### src/source/board_pkg.sv
package board_pkg;

    // serial payload; the step counter reuses it for its count
    typedef logic [7:0] byte_t;

    // one hex digit for a seven-segment display
    typedef logic [3:0] hex_t;

    // segment vector, one bit per segment, active high
    typedef logic [7:0] seg_t;

    // bit positions as the board routes the display pins
    //
    //      a
    //    f   b
    //      g
    //    e   c
    //      d   p
    localparam int SEG_P = 0;
    localparam int SEG_C = 1;
    localparam int SEG_D = 2;
    localparam int SEG_E = 3;
    localparam int SEG_B = 4;
    localparam int SEG_A = 5;
    localparam int SEG_F = 6;
    localparam int SEG_G = 7;

    // board oscillator and the usual console rate
    localparam int DEFAULT_CLK_HZ = 50_000_000;
    localparam int DEFAULT_BAUD   = 115_200;

endpackage

### src/source/seven_seg_decoder.sv
`timescale 1ns/1ps

module seven_seg_decoder (
    input  board_pkg::hex_t hex,
    output board_pkg::seg_t segments
);

    logic [6:0] abcdefg;  // a in the msb

    always_comb begin
        case (hex)
            4'h0: abcdefg = 7'b1111110;
            4'h1: abcdefg = 7'b0110000;
            4'h2: abcdefg = 7'b1101101;
            4'h3: abcdefg = 7'b1111001;
            4'h4: abcdefg = 7'b0110011;
            4'h5: abcdefg = 7'b1011011;
            4'h6: abcdefg = 7'b1011111;
            4'h7: abcdefg = 7'b1110000;
            4'h8: abcdefg = 7'b1111111;
            4'h9: abcdefg = 7'b1111011;
            4'ha: abcdefg = 7'b1110111;
            4'hb: abcdefg = 7'b0011111;  // lower case b
            4'hc: abcdefg = 7'b1001110;
            4'hd: abcdefg = 7'b0111101;  // lower case d
            4'he: abcdefg = 7'b1001111;
            4'hf: abcdefg = 7'b1000111;
            default: abcdefg = 7'b0000000;
        endcase
    end

    // scatter onto the board pin order
    always_comb begin
        segments[board_pkg::SEG_A] = abcdefg[6];
        segments[board_pkg::SEG_B] = abcdefg[5];
        segments[board_pkg::SEG_C] = abcdefg[4];
        segments[board_pkg::SEG_D] = abcdefg[3];
        segments[board_pkg::SEG_E] = abcdefg[2];
        segments[board_pkg::SEG_F] = abcdefg[1];
        segments[board_pkg::SEG_G] = abcdefg[0];
        segments[board_pkg::SEG_P] = 1'b0;  // decimal point off
    end

endmodule

### src/source/step_counter.sv
`timescale 1ns/1ps

module step_counter (
    input  logic              clk_50M,
    input  logic              reset_btn,
    input  logic              clock_btn,
    output board_pkg::byte_t  number,
    output logic [15:0]       leds
);

    logic btn_meta, btn_sync;  // two-flop synchroniser
    logic btn_prev;            // last synchronised level
    logic btn_rise;

    always_ff @(posedge clk_50M or posedge reset_btn) begin
        if (reset_btn) begin
            btn_meta <= 1'b0;
            btn_sync <= 1'b0;
            btn_prev <= 1'b0;
        end else begin
            btn_meta <= clock_btn;
            btn_sync <= btn_meta;
            btn_prev <= btn_sync;
        end
    end

    assign btn_rise = btn_sync && !btn_prev;

    // one step per press
    always_ff @(posedge clk_50M or posedge reset_btn) begin
        if (reset_btn) begin
            number <= '0;
            leds   <= 16'h0001;
        end else if (btn_rise) begin
            number <= number + 8'd1;          // wraps past 255
            leds   <= {leds[14:0], leds[15]}; // lit led walks left
        end
    end

endmodule

### src/source/uart_receiver.sv
`timescale 1ns/1ps

module uart_receiver #(
    parameter int CLK_HZ = 50_000_000,
    parameter int BAUD   = 115_200
) (
    input  logic              clk_50M,
    input  logic              reset_btn,
    input  logic              rxd,
    input  logic              rx_ack,
    output logic              rx_req,
    output board_pkg::byte_t  rx_data
);

    localparam int CLKS_PER_BIT = CLK_HZ / BAUD;
    localparam int CNT_W        = $clog2(CLKS_PER_BIT + 1);
    localparam logic [CNT_W-1:0] BIT_LAST  = CNT_W'(CLKS_PER_BIT - 1);
    localparam logic [CNT_W-1:0] HALF_LAST = CNT_W'(CLKS_PER_BIT / 2 - 1);

    typedef enum logic [1:0] {
        RX_IDLE,
        RX_START,
        RX_DATA,
        RX_STOP
    } rx_state_t;

    rx_state_t        state;
    logic             rx_meta, rx_sync, rx_prev;  // line synchroniser plus edge history
    logic [CNT_W-1:0] cnt;
    logic [2:0]       bit_idx;
    board_pkg::byte_t shift;

    always_ff @(posedge clk_50M or posedge reset_btn) begin
        if (reset_btn) begin
            rx_meta <= 1'b1;  // idle line is high
            rx_sync <= 1'b1;
            rx_prev <= 1'b1;
        end else begin
            rx_meta <= rxd;
            rx_sync <= rx_meta;
            rx_prev <= rx_sync;
        end
    end

    always_ff @(posedge clk_50M or posedge reset_btn) begin
        if (reset_btn) begin
            state   <= RX_IDLE;
            cnt     <= '0;
            bit_idx <= '0;
            rx_req  <= 1'b0;
        end else begin
            if (rx_req && rx_ack)
                rx_req <= 1'b0;  // sink has the byte
            case (state)
                RX_IDLE: begin
                    cnt <= '0;
                    if (rx_prev && !rx_sync)
                        state <= RX_START;  // falling edge may be a start bit
                end
                RX_START: begin
                    if (cnt == HALF_LAST) begin
                        cnt     <= '0;
                        bit_idx <= '0;
                        // a glitch is back high by mid-bit
                        state   <= rx_sync ? RX_IDLE : RX_DATA;
                    end else begin
                        cnt <= cnt + 1'b1;
                    end
                end
                RX_DATA: begin
                    if (cnt == BIT_LAST) begin
                        cnt     <= '0;
                        bit_idx <= bit_idx + 1'b1;
                        if (bit_idx == 3'd7)
                            state <= RX_STOP;
                    end else begin
                        cnt <= cnt + 1'b1;
                    end
                end
                RX_STOP: begin
                    if (cnt == BIT_LAST) begin
                        state <= RX_IDLE;
                        // framing error or a byte still pending drops the frame
                        if (rx_sync && !rx_req && !rx_ack)
                            rx_req <= 1'b1;
                    end else begin
                        cnt <= cnt + 1'b1;
                    end
                end
                default: state <= RX_IDLE;
            endcase
        end
    end

    // payload path with the lsb first
    always_ff @(posedge clk_50M) begin
        if (state == RX_DATA && cnt == BIT_LAST)
            shift <= {rx_sync, shift[7:1]};
        if (state == RX_STOP && cnt == BIT_LAST && rx_sync && !rx_req && !rx_ack)
            rx_data <= shift;
    end

    // request and byte hold until the sink answers
    req_held_until_ack: assert property (
        @(posedge clk_50M) disable iff (reset_btn)
        (rx_req && !rx_ack) |=> (rx_req && $stable(rx_data))
    );

endmodule

### src/source/echo_fifo.sv
`timescale 1ns/1ps

module echo_fifo #(
    parameter int FIFO_DEPTH = 4
) (
    input  logic              clk_50M,
    input  logic              reset_btn,
    input  logic              rx_req,
    input  board_pkg::byte_t  rx_data,
    input  logic              tx_ack,
    output logic              rx_ack,
    output logic              tx_req,
    output board_pkg::byte_t  tx_data
);

    localparam int PTR_W = $clog2(FIFO_DEPTH);
    localparam int CNT_W = $clog2(FIFO_DEPTH + 1);
    localparam logic [CNT_W-1:0] FULL_COUNT = CNT_W'(FIFO_DEPTH);

    board_pkg::byte_t mem [FIFO_DEPTH];
    logic [PTR_W-1:0] wr_ptr, rd_ptr;
    logic [CNT_W-1:0] count;
    logic             full, empty;
    logic             push, pop, offer;

    assign full  = (count == FULL_COUNT);
    assign empty = (count == '0);
    assign push  = rx_req && !rx_ack && !full;   // sink side takes a byte
    assign pop   = tx_req && tx_ack;             // head has been taken
    assign offer = !tx_req && !tx_ack && !empty; // source side raises req

    always_ff @(posedge clk_50M or posedge reset_btn) begin
        if (reset_btn) begin
            wr_ptr <= '0;
            rd_ptr <= '0;
            count  <= '0;
            rx_ack <= 1'b0;
            tx_req <= 1'b0;
        end else begin
            // sink handshake
            if (push)
                rx_ack <= 1'b1;
            else if (!rx_req)
                rx_ack <= 1'b0;
            // source handshake
            if (offer)
                tx_req <= 1'b1;
            else if (pop)
                tx_req <= 1'b0;
            if (push)
                wr_ptr <= wr_ptr + 1'b1;
            if (pop)
                rd_ptr <= rd_ptr + 1'b1;
            if (push && !pop)
                count <= count + 1'b1;
            else if (pop && !push)
                count <= count - 1'b1;
        end
    end

    always_ff @(posedge clk_50M) begin
        if (push)
            mem[wr_ptr] <= rx_data;
        if (offer)
            tx_data <= mem[rd_ptr];  // held until the transmitter acks
    end

    no_write_when_full: assert property (
        @(posedge clk_50M) disable iff (reset_btn)
        $rose(rx_ack) |-> ($past(count) != FULL_COUNT)
    );

    no_read_when_empty: assert property (
        @(posedge clk_50M) disable iff (reset_btn)
        $fell(tx_req) |-> ($past(count) != '0)
    );

endmodule

### src/source/uart_transmitter.sv
`timescale 1ns/1ps

module uart_transmitter #(
    parameter int CLK_HZ = 50_000_000,
    parameter int BAUD   = 115_200
) (
    input  logic              clk_50M,
    input  logic              reset_btn,
    input  logic              tx_req,
    input  board_pkg::byte_t  tx_data,
    output logic              tx_ack,
    output logic              txd
);

    localparam int CLKS_PER_BIT = CLK_HZ / BAUD;
    localparam int CNT_W        = $clog2(CLKS_PER_BIT + 1);
    localparam logic [CNT_W-1:0] BIT_LAST = CNT_W'(CLKS_PER_BIT - 1);

    typedef enum logic {
        TX_IDLE,
        TX_SEND
    } tx_state_t;

    tx_state_t        state;
    logic [CNT_W-1:0] cnt;
    logic [3:0]       bits_left;  // bits still queued after the one on the line
    logic [8:0]       shift;      // data bits then the stop bit
    logic             accept;

    // a fresh request only counts once the previous one was seen low
    assign accept = (state == TX_IDLE) && tx_req && !tx_ack;

    always_ff @(posedge clk_50M or posedge reset_btn) begin
        if (reset_btn) begin
            state     <= TX_IDLE;
            cnt       <= '0;
            bits_left <= '0;
            tx_ack    <= 1'b0;
            txd       <= 1'b1;
        end else begin
            if (!tx_req)
                tx_ack <= 1'b0;
            case (state)
                TX_IDLE: begin
                    if (accept) begin
                        tx_ack    <= 1'b1;
                        txd       <= 1'b0;  // start bit goes out with the ack
                        cnt       <= '0;
                        bits_left <= 4'd9;
                        state     <= TX_SEND;
                    end
                end
                TX_SEND: begin
                    if (cnt != BIT_LAST) begin
                        cnt <= cnt + 1'b1;
                    end else if (bits_left == 4'd0) begin
                        state <= TX_IDLE;  // stop bit done, line stays high
                    end else begin
                        cnt       <= '0;
                        txd       <= shift[0];
                        bits_left <= bits_left - 1'b1;
                    end
                end
                default: state <= TX_IDLE;
            endcase
        end
    end

    always_ff @(posedge clk_50M) begin
        if (accept)
            shift <= {1'b1, tx_data};
        else if (state == TX_SEND && cnt == BIT_LAST)
            shift <= {1'b1, shift[8:1]};
    end

    idle_line_high: assert property (
        @(posedge clk_50M) disable iff (reset_btn)
        (state == TX_IDLE) |-> txd
    );

endmodule

### src/source/video_timing.sv
`timescale 1ns/1ps

module video_timing #(
    parameter int H_VISIBLE    = 800,
    parameter int H_SYNC_START = 856,
    parameter int H_SYNC_END   = 976,
    parameter int H_TOTAL      = 1040,
    parameter int V_VISIBLE    = 600,
    parameter int V_SYNC_START = 637,
    parameter int V_SYNC_END   = 643,
    parameter int V_TOTAL      = 666
) (
    input  logic       clk_50M,
    input  logic       reset_btn,
    output logic       hsync,
    output logic       vsync,
    output logic       data_enable,
    output logic [2:0] red,
    output logic [2:0] green,
    output logic [1:0] blue
);

    localparam int H_W = $clog2(H_TOTAL);
    localparam int V_W = $clog2(V_TOTAL);
    localparam logic [H_W-1:0] H_LAST  = H_W'(H_TOTAL - 1);
    localparam logic [V_W-1:0] V_LAST  = V_W'(V_TOTAL - 1);
    localparam logic [H_W-1:0] H_VIS   = H_W'(H_VISIBLE);
    localparam logic [H_W-1:0] H_SS    = H_W'(H_SYNC_START);
    localparam logic [H_W-1:0] H_SE    = H_W'(H_SYNC_END);
    localparam logic [V_W-1:0] V_VIS   = V_W'(V_VISIBLE);
    localparam logic [V_W-1:0] V_SS    = V_W'(V_SYNC_START);
    localparam logic [V_W-1:0] V_SE    = V_W'(V_SYNC_END);
    localparam logic [H_W-1:0] BAR_ONE = H_W'(H_VISIBLE / 3);     // red ends here
    localparam logic [H_W-1:0] BAR_TWO = H_W'(2 * (H_VISIBLE / 3)); // green ends here

    logic [H_W-1:0] hcount;
    logic [V_W-1:0] vcount;
    logic           visible;

    always_ff @(posedge clk_50M or posedge reset_btn) begin
        if (reset_btn) begin
            hcount <= '0;
            vcount <= '0;
        end else if (hcount == H_LAST) begin
            hcount <= '0;
            vcount <= (vcount == V_LAST) ? '0 : vcount + 1'b1;
        end else begin
            hcount <= hcount + 1'b1;
        end
    end

    assign visible = (hcount < H_VIS) && (vcount < V_VIS);

    // outputs lag the counters by one clock
    always_ff @(posedge clk_50M or posedge reset_btn) begin
        if (reset_btn) begin
            hsync       <= 1'b0;
            vsync       <= 1'b0;
            data_enable <= 1'b0;
            red         <= '0;
            green       <= '0;
            blue        <= '0;
        end else begin
            hsync       <= (hcount >= H_SS) && (hcount < H_SE);  // positive pulse
            vsync       <= (vcount >= V_SS) && (vcount < V_SE);
            data_enable <= visible;
            red         <= {3{visible && (hcount < BAR_ONE)}};
            green       <= {3{visible && (hcount >= BAR_ONE) && (hcount < BAR_TWO)}};
            blue        <= {2{visible && (hcount >= BAR_TWO)}};
        end
    end

endmodule

### src/source/thinpad_top.sv
`timescale 1ns/1ps

module thinpad_top #(
    parameter int CLK_HZ       = board_pkg::DEFAULT_CLK_HZ,
    parameter int BAUD         = board_pkg::DEFAULT_BAUD,
    parameter int FIFO_DEPTH   = 4,
    parameter int H_VISIBLE    = 800,
    parameter int H_SYNC_START = 856,
    parameter int H_SYNC_END   = 976,
    parameter int H_TOTAL      = 1040,
    parameter int V_VISIBLE    = 600,
    parameter int V_SYNC_START = 637,
    parameter int V_SYNC_END   = 643,
    parameter int V_TOTAL      = 666
) (
    input  logic            clk_50M,
    input  logic            reset_btn,
    input  logic            clock_btn,   // manual step button
    input  logic            rxd,
    output logic            txd,
    output logic [15:0]     leds,
    output board_pkg::seg_t dpy0,        // low digit
    output board_pkg::seg_t dpy1,        // high digit
    output logic [2:0]      video_red,
    output logic [2:0]      video_green,
    output logic [1:0]      video_blue,
    output logic            video_hsync,
    output logic            video_vsync,
    output logic            video_clk,
    output logic            video_de
);

    board_pkg::byte_t number;
    logic             rx_req, rx_ack, tx_req, tx_ack;
    board_pkg::byte_t rx_data, tx_data;

    step_counter u_step (
        .clk_50M(clk_50M), .reset_btn(reset_btn), .clock_btn(clock_btn),
        .number(number), .leds(leds)
    );

    seven_seg_decoder u_seg_lo (.hex(number[3:0]), .segments(dpy0));
    seven_seg_decoder u_seg_hi (.hex(number[7:4]), .segments(dpy1));

    // serial echo: receiver, queue, transmitter
    uart_receiver #(.CLK_HZ(CLK_HZ), .BAUD(BAUD)) u_rx (
        .clk_50M(clk_50M), .reset_btn(reset_btn), .rxd(rxd),
        .rx_ack(rx_ack), .rx_req(rx_req), .rx_data(rx_data)
    );

    echo_fifo #(.FIFO_DEPTH(FIFO_DEPTH)) u_fifo (
        .clk_50M(clk_50M), .reset_btn(reset_btn),
        .rx_req(rx_req), .rx_data(rx_data), .rx_ack(rx_ack),
        .tx_ack(tx_ack), .tx_req(tx_req), .tx_data(tx_data)
    );

    uart_transmitter #(.CLK_HZ(CLK_HZ), .BAUD(BAUD)) u_tx (
        .clk_50M(clk_50M), .reset_btn(reset_btn), .tx_req(tx_req),
        .tx_data(tx_data), .tx_ack(tx_ack), .txd(txd)
    );

    video_timing #(
        .H_VISIBLE(H_VISIBLE), .H_SYNC_START(H_SYNC_START),
        .H_SYNC_END(H_SYNC_END), .H_TOTAL(H_TOTAL),
        .V_VISIBLE(V_VISIBLE), .V_SYNC_START(V_SYNC_START),
        .V_SYNC_END(V_SYNC_END), .V_TOTAL(V_TOTAL)
    ) u_video (
        .clk_50M(clk_50M), .reset_btn(reset_btn),
        .hsync(video_hsync), .vsync(video_vsync), .data_enable(video_de),
        .red(video_red), .green(video_green), .blue(video_blue)
    );

    assign video_clk = clk_50M;  // pixel clock is the system clock

endmodule

### config.mk
export PLATFORM = sky130hd
export DESIGN_NAME = thinpad_top
export DESIGN_NICKNAME = d
export VERILOG_FILES = /design/src/source/board_pkg.sv /design/src/source/seven_seg_decoder.sv /design/src/source/step_counter.sv /design/src/source/uart_receiver.sv /design/src/source/echo_fifo.sv /design/src/source/uart_transmitter.sv /design/src/source/video_timing.sv /design/src/source/thinpad_top.sv
export SDC_FILE = /design/constraint.sdc
export NUM_CORES = 1
export LEC_CHECK = 0
export ABC_AREA = 0
export BUFFER_PORTS_ARGS = -buffer_cell sky130_fd_sc_hd__buf_2
export CAP_MARGIN = 20
export CORE_MARGIN = 1.5
export CORE_UTILIZATION = 33
export DETAILED_ROUTE_END_ITERATION = 8
export GPL_ROUTABILITY_DRIVEN = 1
export PLACE_DENSITY = 0.58
export SYNTH_ARGS = -nofsm -noshare
export SYNTH_HDL_FRONTEND = slang
export SYNTH_SLANG_ARGS = --single-unit
### constraint.sdc
create_clock -name clk_50M -period 5.8 [get_ports clk_50M]
set_clock_uncertainty 0.05 [all_clocks]
set_input_delay 1.16 -clock clk_50M [delete_from_list [all_inputs] [get_ports clk_50M]]
set_output_delay 1.16 -clock clk_50M [all_outputs]
set_load 0.02 [all_outputs]
==> impl_metrics.tcl <==
set metrics [dict create \
    status "completed" \
    power_density_mw_per_mm2 344.6 \
    drv_slew 0 \
    vias 4696 \
    drtAntennaViolNets 0 \
    first_pass_iters 4 \
    cts_resized 0 \
    grt_pass1_wl_mm 22.46 \
    sw_frac_of_total 0.2824 \
    p_sw_mw 0.8459 \
    grt_start_max_net_pins 50 \
    drt-initial-drc-count 234 \
    syn-cell-area_sq_mm 0.007592 \
    synth_cells 647 \
    drt-wirelength-per-cell_microns 13.19 \
    cpMostUsedCell "clkbuf_16" \
    fin_ws_ns 1.297 \
    fp-row-count 55 \
    nets 729 \
    ir_drop_uv 259.6 \
    setup_viol_count_final 0 \
    p_leak_nw 3.643 \
    gr-total-overflow 0 \
    max_slew_margin 0.3369 \
    die_h_microns 154.7 \
    diodes 0 \
    cts_tree "built" \
    synth.yosys.seq_area_share 0.5737 \
    hold_buffers 0 \
    cp.required_ns 4.59 \
    path_cells "clkbuf_16, clkbuf_16, buf_2" \
    final_util 0.3839 \
    coreArea_sq_mm 0.02264 \
    critPathArrivalTime_ns 3.29 \
    cp_slowest_cell "buf_2" \
    cp_num_cells 3 \
    worst_pin_slew_ns 0.9871 \
    path_clk_slew_ns 0.06 \
    cts_setup_buffers 0 \
    avgSynthCellArea_sq_um 11.73 \
    rsz0062_at_grt "no" \
    critPathMaxStageDelay_ns 0.15 \
    port-buffer-count 46 \
    path_buf_inv 3 \
    synth_edf_count 64 \
    intPower_mw 2.149 \
    synth_commonest_cells "92 x dfrtp_1, 86 x nand2_1, 64 x edfxtp_1, 44 x inv_1, 37 x ha_1" \
    place_worst_setup_slack_ns 1.555 \
    antenna_found_initial 0 \
    wl_mm 13.00 \
    synth-main-ff-cell "dfrtp_1" \
    hold_ws_ns 0.3010 \
    syn2layout_area_growth_pct 14.47 \
    cp_max_fo 2 \
    postLayoutCellArea_sq_mm 0.008691 \
    cp_top_family "buffers and inverters" \
    ys_types 73 \
    power_frac_seq 0.427 \
    place_area_sq_mm 0.008044 \
    async_flop_share 0.6025 \
    comb_power_share 0.174 \
    grt_util_all_layers 0.1168 \
    crit_type "clk -> out" \
    clk_latency_ns 0.53 \
    final_cell_count_no_fill 985 \
    critPathCaptureType "output port" \
    initial_utilization 0.3353 \
    cp-start-kind "clock port" \
    pwr-share-clk 0.399 \
    finalPower_mw 2.995 \
    r2r_cells 6 \
    ys_top_cells_by_area "dfrtp_1 30%, edfxtp_1 25%, ha_1 6.1%, nand2_1 4.3%, mux4_2 2.7%" \
    drive_gt1_frac 0.1800 \
    hold_viol 0 \
    yosys.area.top_type "dfrtp_1" \
    maxCapViolCount 0 \
    holdCritPathClass "reg -> reg" \
    place_hpwl_mm 8.707 \
    yosysMostFrequentCell "dfrtp_1" \
    die_area_sq_mm 0.02393 \
    whs_path_depth 0 \
    finalSetupTns_ns 0 \
    ys_ff_latch 161 \
    grt_pass1_vias 4603 \
    vias_per_cell 4.768 \
    gp_congestion 0.7824 \
    ys_warn_count 0 \
    place_inst 950 \
    die_w_microns 154.7 \
    drc 0 \
    synth_top_area_frac 0.3032 \
    io_pins 49 \
]
cell usage in the layout, fill, tap and decap left out, types with 8 or more instances in the layout:
cell type  instances
a21oi_1           28
and3_1            11
buf_2             46
clkbuf_16         20
dfrtp_1           92
edfxtp_1          64
ha_1              37
inv_1             43
mux2_2            10
mux4_2             9
nand2_1           86
nand3_1           23
nand4_1            8
nor2_1            25
nor3_1            16
o21ai_0           31
xnor2_1           15
xor2_1            13
registers in the layout (all words and copies together) (netlist names), 2 cells and up, named ones only:
name            cells
u_video.vcount     10
u_tx.shift          8
u_step.number       8
u_rx.cnt            9
u_tx.bits_left      4
u_rx.shift          8
u_fifo.wr_ptr       2
u_step.leds        16
u_fifo.mem         32
u_rx.rx_data        8
u_tx.cnt            9
u_rx.bit_idx        3
u_video.hcount     11
u_fifo.count        3
u_fifo.rd_ptr       2
u_fifo.tx_data      8
metal layers:
layer,vias up,part of all wire,GRT usage
li1,2354,-,-
met5,-,0,0
met4,0,0.012,0.03938
met3,15,0.028,0.03418
met2,58,0.48,0.1851
met1,2269,0.48,0.1532
final timing paths:
check	end	start	slack [ns]
max in group asynchronous	u_step.leds[2]$_DFFE_PP0P_	reset_btn	3.98
min in group asynchronous	u_rx.cnt[7]$_DFFE_PP0P_	reset_btn	0.66
worst max-delay path	video_clk	clk_50M	1.30
worst min-delay path	u_step.btn_sync$_DFF_PP0_	u_step.btn_meta$_DFF_PP0_	0.30
worst max register to register	u_rx.rx_data[6]$_DFFE_PP_	u_rx.cnt[1]$_DFFE_PP0P_	3.09
worst min register to register	u_step.btn_sync$_DFF_PP0_	u_step.btn_meta$_DFF_PP0_	0.30
layout make-up:
class / count / area [sq um]
multi-input cells: 411 / 2912
well taps: 285 / 356.6
fillers: 2125 / 13950
inverters: 44 / 167.7
clock buffers: 23 / 513.0
repair buffers: 48 / 247.7
flip-flops and latches: 161 / 4355
clock inverters: 13 / 138.9
cell families (layout without fill, tap and decap cells):
family / after synthesis / in the layout / synth area share
muxes: 27 / 27 / 0.05274
xor gates and xnor gates: 28 / 28 / 0.03230
and+or+nand+nor: 216 / 216 / 0.1493
adders and majority gates: 38 / 38 / 0.06361
buffers and inverters: 76 / 128 / 0.04334
DFF: 161 / 161 / 0.5737
AOI/OAI and AO/OA: 100 / 100 / 0.08454
other: 1 / 2 / 0.0004939
power groups by stage:
stage / combinational, mW / clock (mW) / sequential, mW
after floorplan: 0.426 / 0.0201 / 1.27
after global placement: 0.523 / 0.0161 / 1.30
after detailed placement: 0.520 / 0.0161 / 1.30
after CTS: 0.526 / 1.23 / 1.28
after global routing: 0.582 / 1.28 / 1.29
final: 0.522 / 1.20 / 1.28
(Power assumes the default switching activity.)
